$ cat src/hw/ctrl_pkg.sv
`default_nettype none

package ctrl_pkg;

  ////////////////////////////////////////
  // widths and cause codes
  ////////////////////////////////////////

  // mcause field width
  localparam int unsigned CAUSE_W = 6;

  localparam logic [CAUSE_W-1:0] EXC_CAUSE_ILLEGAL = 6'h02;
  // base for ecall, privilege level goes in the low bits
  localparam logic [CAUSE_W-1:0] EXC_CAUSE_ECALL   = 6'h08;

  ////////////////////////////////////////
  // encodings
  ////////////////////////////////////////

  // sequencer states
  typedef enum logic [2:0] {
    RESET, BOOT_SET, FIRST_FETCH, DECODE, FLUSH, IRQ_TAKEN, WAIT_SLEEP, SLEEP
  } ctrl_state_e;

  // what the sequencer asks the trap encoder for in this cycle
  typedef enum logic [2:0] {
    ACT_NONE, ACT_BOOT, ACT_JUMP, ACT_IRQ, ACT_FLUSH
  } ctrl_act_e;

  // fetch stage pc mux
  typedef enum logic [2:0] {
    PC_BOOT      = 3'b000,
    PC_JUMP      = 3'b010,
    PC_EXCEPTION = 3'b100,
    PC_ERET      = 3'b101
  } pc_sel_e;

  // exception vector select
  typedef enum logic [1:0] {
    EXC_PC_ILLINSN = 2'b00,
    EXC_PC_ECALL   = 2'b01,
    EXC_PC_IRQ     = 2'b11
  } exc_pc_sel_e;

  typedef enum logic [1:0] {
    PRIV_LVL_U = 2'b00,
    PRIV_LVL_M = 2'b11
  } priv_lvl_e;

  ////////////////////////////////////////
  // bundles
  ////////////////////////////////////////

  // decoder flags that force a pipe flush
  typedef struct packed {
    logic illegal;
    logic ecall;
    logic mret;
    logic pipe_flush;
  } dec_evt_t;

  // redirect towards the prefetcher
  typedef struct packed {
    logic        pc_set;
    pc_sel_e     pc_sel;
    exc_pc_sel_e exc_pc_sel;
  } pc_ctrl_t;

  // csr save and restore strobes
  typedef struct packed {
    logic save_if;
    logic save_id;
    logic save_cause;
    logic restore_mret;
  } csr_ctrl_t;

endpackage

`default_nettype wire

$ cat src/hw/core_ctrl.sv
`default_nettype none

module core_ctrl #(
  parameter int unsigned IRQ_ID_W = 5
) (
  input  wire logic                         clk,
  input  wire logic                         rst_n,
  input  wire logic                         fetch_enable_i,
  input  wire logic                         instr_valid_i,
  input  wire logic                         id_ready_i,
  input  wire logic                         branch_set_i,
  input  wire logic                         jump_set_i,
  input  wire logic                         branch_in_id_i,
  input  wire logic                         multicycle_i,
  input  wire logic                         irq_req_i,
  input  wire logic [IRQ_ID_W-1:0]          irq_id_i,
  input  wire logic                         m_ie_i,
  input  wire ctrl_pkg::priv_lvl_e          priv_i,
  input  wire ctrl_pkg::dec_evt_t           dec_evt_i,
  output      logic                         busy_o,
  output      logic                         instr_req_o,
  output      logic                         halt_if_o,
  output      logic                         halt_id_o,
  output      logic                         first_fetch_o,
  output      logic                         is_decoding_o,
  output      logic                         deassert_we_o,
  output      ctrl_pkg::pc_ctrl_t           pc_ctrl_o,
  output      ctrl_pkg::csr_ctrl_t          csr_ctrl_o,
  output      logic [ctrl_pkg::CAUSE_W-1:0] exc_cause_o,
  output      logic [ctrl_pkg::CAUSE_W-1:0] csr_cause_o,
  output      logic                         irq_ack_o,
  output      logic                         exc_ack_o,
  output      logic [IRQ_ID_W-1:0]          irq_id_o
);

  import ctrl_pkg::*;

  // sequencer to trap encoder
  ctrl_act_e act;

  ////////////////////////////////////////
  // state sequencer
  ////////////////////////////////////////

  ctrl_fsm u_ctrl_fsm (
    .clk            (clk),
    .rst_n          (rst_n),
    .fetch_enable_i (fetch_enable_i),
    .instr_valid_i  (instr_valid_i),
    .id_ready_i     (id_ready_i),
    .branch_set_i   (branch_set_i),
    .jump_set_i     (jump_set_i),
    .branch_in_id_i (branch_in_id_i),
    .multicycle_i   (multicycle_i),
    .irq_req_i      (irq_req_i),
    .m_ie_i         (m_ie_i),
    .dec_evt_i      (dec_evt_i),
    .act_o          (act),
    .busy_o         (busy_o),
    .instr_req_o    (instr_req_o),
    .halt_if_o      (halt_if_o),
    .halt_id_o      (halt_id_o),
    .first_fetch_o  (first_fetch_o),
    .is_decoding_o  (is_decoding_o),
    .deassert_we_o  (deassert_we_o)
  );

  ////////////////////////////////////////
  // trap encoder
  ////////////////////////////////////////

  trap_unit #(
    .IRQ_ID_W (IRQ_ID_W)
  ) u_trap_unit (
    .act_i       (act),
    .dec_evt_i   (dec_evt_i),
    .irq_id_i    (irq_id_i),
    .priv_i      (priv_i),
    .pc_ctrl_o   (pc_ctrl_o),
    .csr_ctrl_o  (csr_ctrl_o),
    .exc_cause_o (exc_cause_o),
    .csr_cause_o (csr_cause_o),
    .irq_ack_o   (irq_ack_o),
    .exc_ack_o   (exc_ack_o),
    .irq_id_o    (irq_id_o)
  );

endmodule

`default_nettype wire

$ cat src/hw/ctrl_fsm.sv
`default_nettype none

module ctrl_fsm (
  input  wire logic                clk,
  input  wire logic                rst_n,
  // core enable, also wakes from sleep
  input  wire logic                fetch_enable_i,
  // IF/ID pipeline status
  input  wire logic                instr_valid_i,
  input  wire logic                id_ready_i,
  // redirect requests from ID
  input  wire logic                branch_set_i,
  input  wire logic                jump_set_i,
  input  wire logic                branch_in_id_i,
  input  wire logic                multicycle_i,
  // interrupt request and global enable
  input  wire logic                irq_req_i,
  input  wire logic                m_ie_i,
  input  wire ctrl_pkg::dec_evt_t  dec_evt_i,
  output      ctrl_pkg::ctrl_act_e act_o,
  output      logic                busy_o,
  output      logic                instr_req_o,
  output      logic                halt_if_o,
  output      logic                halt_id_o,
  output      logic                first_fetch_o,
  output      logic                is_decoding_o,
  output      logic                deassert_we_o
);

  import ctrl_pkg::*;

  ctrl_state_e state_q;
  ctrl_state_e state_d;

  // any decoder flag that needs a flush cycle
  logic flush_evt;
  // interrupt may be taken from an idle or harmless decode slot
  logic irq_ok;
  // flush ends in sleep instead of going back to decode
  logic sleep_req;

  assign flush_evt = dec_evt_i.illegal | dec_evt_i.ecall |
                     dec_evt_i.mret | dec_evt_i.pipe_flush;
  assign irq_ok    = irq_req_i & m_ie_i & ~multicycle_i & ~branch_in_id_i;
  assign sleep_req = ~fetch_enable_i & (dec_evt_i.mret | dec_evt_i.pipe_flush);

  ////////////////////////////////////////
  // next state and outputs
  ////////////////////////////////////////

  always_comb begin
    // defaults: running, fetching, no action
    state_d       = state_q;
    act_o         = ACT_NONE;
    busy_o        = 1'b1;
    instr_req_o   = 1'b1;
    halt_if_o     = 1'b0;
    halt_id_o     = 1'b0;
    first_fetch_o = 1'b0;
    is_decoding_o = 1'b0;

    case (state_q)
      // idle until the core gets enabled
      RESET: begin
        busy_o      = 1'b0;
        instr_req_o = 1'b0;
        if (fetch_enable_i) begin
          state_d = BOOT_SET;
        end
      end

      // load the boot address into the fetch pc
      BOOT_SET: begin
        act_o   = ACT_BOOT;
        state_d = FIRST_FETCH;
      end

      // wait for the first instruction to reach ID
      FIRST_FETCH: begin
        first_fetch_o = 1'b1;
        if (id_ready_i) begin
          state_d = DECODE;
        end
        // pipeline is empty here, so an enabled irq goes straight in
        if (irq_req_i && m_ie_i) begin
          state_d   = IRQ_TAKEN;
          halt_if_o = 1'b1;
          halt_id_o = 1'b1;
        end
      end

      DECODE: begin
        if (instr_valid_i) begin
          is_decoding_o = 1'b1;
          // branch and jump redirect in the same cycle
          if (branch_set_i || jump_set_i) begin
            act_o = ACT_JUMP;
          end else if (flush_evt) begin
            // hold ID so the flags are still there in FLUSH
            state_d   = FLUSH;
            halt_if_o = 1'b1;
            halt_id_o = 1'b1;
          end else if (irq_ok) begin
            state_d   = IRQ_TAKEN;
            halt_if_o = 1'b1;
            halt_id_o = 1'b1;
          end
        end else if (irq_req_i && m_ie_i) begin
          // bubble in ID, nothing to protect
          state_d   = IRQ_TAKEN;
          halt_if_o = 1'b1;
          halt_id_o = 1'b1;
        end
      end

      // vector to the handler, one cycle
      IRQ_TAKEN: begin
        act_o   = ACT_IRQ;
        state_d = DECODE;
      end

      // exception, eret or plain flush
      FLUSH: begin
        act_o     = ACT_FLUSH;
        halt_if_o = ~fetch_enable_i;
        halt_id_o = 1'b1;
        state_d   = sleep_req ? WAIT_SLEEP : DECODE;
      end

      // one cycle to let the pipe drain before sleeping
      WAIT_SLEEP: begin
        busy_o      = 1'b0;
        instr_req_o = 1'b0;
        halt_if_o   = 1'b1;
        halt_id_o   = 1'b1;
        state_d     = SLEEP;
      end

      // wake on enable or on any irq request
      SLEEP: begin
        busy_o      = 1'b0;
        instr_req_o = 1'b0;
        halt_if_o   = 1'b1;
        halt_id_o   = 1'b1;
        if (fetch_enable_i || irq_req_i) begin
          state_d = FIRST_FETCH;
        end
      end

      default: begin
        instr_req_o = 1'b0;
        state_d     = RESET;
      end
    endcase
  end

  ////////////////////////////////////////
  // write enable suppression
  ////////////////////////////////////////

  // no register write unless a legal instruction is decoded
  assign deassert_we_o = ~is_decoding_o | dec_evt_i.illegal;

  ////////////////////////////////////////
  // state register
  ////////////////////////////////////////

  always_ff @(posedge clk or negedge rst_n) begin
    if (!rst_n) begin
      state_q <= RESET;
    end else begin
      state_q <= state_d;
    end
  end

endmodule

`default_nettype wire

$ cat src/hw/trap_unit.sv
`default_nettype none

module trap_unit #(
  parameter int unsigned IRQ_ID_W = 5
) (
  input  wire ctrl_pkg::ctrl_act_e          act_i,
  input  wire ctrl_pkg::dec_evt_t           dec_evt_i,
  input  wire logic [IRQ_ID_W-1:0]          irq_id_i,
  input  wire ctrl_pkg::priv_lvl_e          priv_i,
  output      ctrl_pkg::pc_ctrl_t           pc_ctrl_o,
  output      ctrl_pkg::csr_ctrl_t          csr_ctrl_o,
  output      logic [ctrl_pkg::CAUSE_W-1:0] exc_cause_o,
  output      logic [ctrl_pkg::CAUSE_W-1:0] csr_cause_o,
  output      logic                         irq_ack_o,
  output      logic                         exc_ack_o,
  output      logic [IRQ_ID_W-1:0]          irq_id_o
);

  import ctrl_pkg::*;

  // irq cause for the vector offset, msb clear
  logic [CAUSE_W-1:0] irq_exc_cause;
  // irq cause for mcause, interrupt bit set above the id
  logic [CAUSE_W-1:0] irq_csr_cause;
  // ecall cause depends on the current privilege level
  logic [CAUSE_W-1:0] ecall_cause;

  always_comb begin
    irq_exc_cause                 = '0;
    irq_exc_cause[IRQ_ID_W-1:0]   = irq_id_i;
    irq_csr_cause                 = irq_exc_cause;
    irq_csr_cause[IRQ_ID_W]       = 1'b1;
  end

  assign ecall_cause = EXC_CAUSE_ECALL | {{(CAUSE_W-2){1'b0}}, priv_i};

  // id goes back to the interrupt controller unchanged
  assign irq_id_o = irq_id_i;

  ////////////////////////////////////////
  // action decode
  ////////////////////////////////////////

  always_comb begin
    pc_ctrl_o   = '{pc_set: 1'b0, pc_sel: PC_BOOT, exc_pc_sel: EXC_PC_IRQ};
    csr_ctrl_o  = '0;
    exc_cause_o = '0;
    csr_cause_o = '0;
    irq_ack_o   = 1'b0;
    exc_ack_o   = 1'b0;

    case (act_i)
      ACT_BOOT: begin
        pc_ctrl_o.pc_set = 1'b1;
        pc_ctrl_o.pc_sel = PC_BOOT;
      end

      ACT_JUMP: begin
        pc_ctrl_o.pc_set = 1'b1;
        pc_ctrl_o.pc_sel = PC_JUMP;
      end

      // save the pc of the instruction in IF, it was not executed
      ACT_IRQ: begin
        pc_ctrl_o             = '{pc_set: 1'b1, pc_sel: PC_EXCEPTION, exc_pc_sel: EXC_PC_IRQ};
        exc_cause_o           = irq_exc_cause;
        csr_cause_o           = irq_csr_cause;
        csr_ctrl_o.save_if    = 1'b1;
        csr_ctrl_o.save_cause = 1'b1;
        irq_ack_o             = 1'b1;
        exc_ack_o             = 1'b1;
      end

      // ecall wins over illegal, illegal over mret
      ACT_FLUSH: begin
        if (dec_evt_i.ecall) begin
          pc_ctrl_o = '{pc_set: 1'b1, pc_sel: PC_EXCEPTION, exc_pc_sel: EXC_PC_ECALL};
          exc_cause_o           = ecall_cause;
          csr_cause_o           = ecall_cause;
          csr_ctrl_o.save_id    = 1'b1;
          csr_ctrl_o.save_cause = 1'b1;
        end else if (dec_evt_i.illegal) begin
          pc_ctrl_o = '{pc_set: 1'b1, pc_sel: PC_EXCEPTION, exc_pc_sel: EXC_PC_ILLINSN};
          exc_cause_o           = EXC_CAUSE_ILLEGAL;
          csr_cause_o           = EXC_CAUSE_ILLEGAL;
          csr_ctrl_o.save_id    = 1'b1;
          csr_ctrl_o.save_cause = 1'b1;
        end else if (dec_evt_i.mret) begin
          pc_ctrl_o.pc_set        = 1'b1;
          pc_ctrl_o.pc_sel        = PC_ERET;
          csr_ctrl_o.restore_mret = 1'b1;
        end
        // plain pipe flush has no redirect
      end

      default: begin
      end
    endcase
  end

endmodule

`default_nettype wire

$ cat config.mk
export PLATFORM = sky130hd
export DESIGN_NAME = core_ctrl
export DESIGN_NICKNAME = d
export VERILOG_FILES = /design/src/hw/ctrl_pkg.sv /design/src/hw/core_ctrl.sv /design/src/hw/ctrl_fsm.sv /design/src/hw/trap_unit.sv
export SDC_FILE = /design/constraint.sdc
export NUM_CORES = 1
export LEC_CHECK = 0
export ABC_AREA = 1
export BUFFER_PORTS_ARGS = -buffer_cell sky130_fd_sc_hd__buf_2
export CAP_MARGIN = 20
export CORE_AREA = 2 2 45 47
export DETAILED_ROUTE_END_ITERATION = 10
export DIE_AREA = 0 0 47 49
export PLACE_DENSITY = 0.81
export REMOVE_ABC_BUFFERS = 1
export SLEW_MARGIN = 40
export SYNTH_ARGS = -nofsm -noshare
export SYNTH_HDL_FRONTEND = slang
export SYNTH_SLANG_ARGS = --single-unit
$ cat constraint.sdc
create_clock -name clk -period 2 [get_ports clk]
set_input_delay 0 -clock clk [delete_from_list [all_inputs] [get_ports clk]]
set_output_delay 0 -clock clk [all_outputs]
set_load 0.01 [all_outputs]
==> run_results.csv <==
group,metric,value,unit
floorplanning,start_util,0.385,
cells_and_area,mostFrequentLayoutCell,"buf_2",
setup_path,endpoint_kind,"primary output",
place,dp_hpwl,1660,um
floorplanning,coreArea,1840,um2
place,dpl_cell_area,890,um2
detailed_routing,num_vias,880,
place,io_buffers,56,
cells_and_area,mostFrequentLayoutCells,"buf_2, nand2_1, inv_1, nor2_1, nand3_1",
synthesis,synth.distinct_cells,22,
setup_path,arrival,1.59,ns
cells_and_area,n_antenna_cell,0,
clock_network,cts_sinks,3,
grt,grt_antenna_before_repair,0,
floorplanning,fp.dieH,49,um
sta,grt_setup_unrepaired,"no",
cells_and_area,final-seq-area,75.1,um2
cells_and_area,nNetsFinal,190,
setup_path,cp_max_fo,9,
clock_network,numCtsBuffers,3,
synthesis,synthCells,122,
cells_and_area,fill_cells,202,
setup_path,critPathKind,"flip-flop to primary output",
cells_and_area,syn_to_final_growth,30.7,%
cells_and_area,top_regs,"u_ctrl_fsm.state_q (3)",
cells_and_area,top_register,"u_ctrl_fsm.state_q",
floorplanning,rows,16,
grt,grt_pass1_wl,2930,um
clock_network,hold_buffers,1,
sta,layout_min_cycle_time,1.59,ns
hold_path,min_path_type,"input port to flip-flop",
detailed_routing,wl_per_cell,9.60,um
setup_path,crit_chain,"inv_2 > nor2_2 > inv_1 > nor2_1 > buf_2",
synthesis,yosys_warnings,0,
synthesis,synth.cell_area,708,um2
setup_path,crit_required,2.00,ns
clock_network,post_cts_resized,0,
power_and_ir_drop,power,1.03,mW
detailed_routing,drt_pass1_iterations,4,
outcome,status,"finished, final reports clean",
flow_run,cap_viol_max_count,0,
detailed_routing,drtIter0Drc,21,
floorplanning,ios,58,
sta,max_freq,629,MHz
clock_network,cts_setup_buffers,0,
synthesis,synth.ff_latch_count,3,
sta,hold_viol_final,0,
sta,finalMaxSlewViolations,0,
setup_path,cp-start-kind,"flip-flop",
clock_network,h-tree-depth,1,
floorplanning,die_area,2300,um2
sta,finalCritPeriodShare,0.795,
cells_and_area,drive_above_1_share,0.473,
grt,globalRoute.totalOverflow,0,
power_and_ir_drop,vdd_drop_max,0.000455,V
cells_and_area,largest_reg_flops,3,
setup_path,critPathSlowestCell,"dfrtp_1",
grt,grt_usage,0.169,
detailed_routing,routed_wl,1860,um
clock_network,clk_latency,0.24,ns
sta,holdWs,0.0671,ns
power_and_ir_drop,power.density,1110,nW/um2
floorplanning,die_w,47,um
grt,grt_start_max_net_pins,10,
cells_and_area,fin_area,926,um2
sta,setup_viol,0,
setup_path,cpPeakStageDelay,0.54,ns
synthesis,synth-seq-area-share,0.106,
clock_network,cts_tree,"yes",
clock_network,clockBufferDepth,2,
clock_network,clk_pin_slew_worst_paths,0.04,ns
place,post-place-ws,0.641,ns
setup_path,reg2reg_slack,0.66,ns
synthesis,avgSynthCellArea,5.80,um2
detailed_routing,via_per_inst,4.54,
grt,grt_pass1_vias,766,
clock_network,clock-root-buffer,"clkbuf_4",
detailed_routing,drc,0,
sta,fin_tns_setup,0,ns
sta,finalWorstSetupSlack,0.410,ns
detailed_routing,ant_nets,0,
power_and_ir_drop,p_leak,0.602,nW
sta,fin_worst_skew,0.00342,ns
cells_and_area,multi_input_area,429,um2
place,gp_congestion,0.876,
==> per-layer routing <==
layer  vias up  part of all wire  track usage
met4         0             0.011       0.0694
met1       389              0.39        0.188
met3         3             0.085       0.0333
met2        36              0.51        0.297
met5         -                 0            0
li1        452                 -            -
==> power by group <==
part	total (mW)	switching (mW)	internal, mW
logic	0.750	0.459	0.290
registers	0.169	0.0774	0.0912
clock network	0.112	0.0365	0.0751
total	1.03	0.573	0.457
==> cells in the mapped netlist, drive strengths merged <==
| library cell | number | area [um2] |
|---|---|---|
| a21oi | 3 | 15.0 |
| o21ai | 4 | 20.0 |
| nand3 | 10 | 55.1 |
| nand4 | 3 | 18.8 |
| o2111ai | 1 | 8.76 |
| conb | 1 | 3.75 |
| a32o | 1 | 10.0 |
| nand2 | 39 | 169 |
| inv | 19 | 71.3 |
| nor2 | 20 | 108 |
| nor3 | 2 | 21.3 |
| buf | 16 | 133 |
| dfrtp | 3 | 75.1 |
==> cell families after synthesis <==
group                  count (synthesis)  share of synthesized area
other                                  1                    0.00530
AO/OA/AOI/OAI                          9                     0.0760
flip-flops                             3                      0.106
AND/OR/NAND/NOR                       74                      0.525
buffers and inverters                 35                      0.288
==> worst paths after layout <==
| path | startpoint | end | depth (start not counted) |
|---|---|---|---|
| setup / recovery | u_ctrl_fsm.state_q[0]$_DFFE_PN0P_ | csr_cause_o[4] | 5 |
| hold / removal | irq_req_i | u_ctrl_fsm.state_q[2]$_DFFE_PN0P_ | 4 |
| setup reg to reg | u_ctrl_fsm.state_q[2]$_DFFE_PN0P_ | u_ctrl_fsm.state_q[1]$_DFFE_PN0P_ | 7 |
| hold reg to reg | u_ctrl_fsm.state_q[1]$_DFFE_PN0P_ | u_ctrl_fsm.state_q[1]$_DFFE_PN0P_ | 2 |
| max in group asynchronous | rst_n | u_ctrl_fsm.state_q[0]$_DFFE_PN0P_ | 2 |
| min in group asynchronous | rst_n | u_ctrl_fsm.state_q[2]$_DFFE_PN0P_ | 2 |
==> area by class of cell <==
cell class,count,area share
multi-input cells,84,0.464
clock buffers,4,0.0284
repair buffers,57,0.314
flip-flops and latches,3,0.0811
inverters,19,0.0770
well taps,27,0.0365
==> worst max-delay path: cells and delay by family, from the launching register on <==
family / cells / cell delay (ns)
simple gates: 2 / 0.40
flops: 1 / 0.54
buf+inv: 3 / 0.41
==> metrics by stage <==
step	cells	util
3_3_place_gp	189	0.483
5_1_grt	194	0.503
3_5_place_dp	189	0.483
6_report	194	0.503
2_1_floorplan	106	-
4_1_cts	194	0.503
Note: power is estimated with default switching activity, not from simulation.
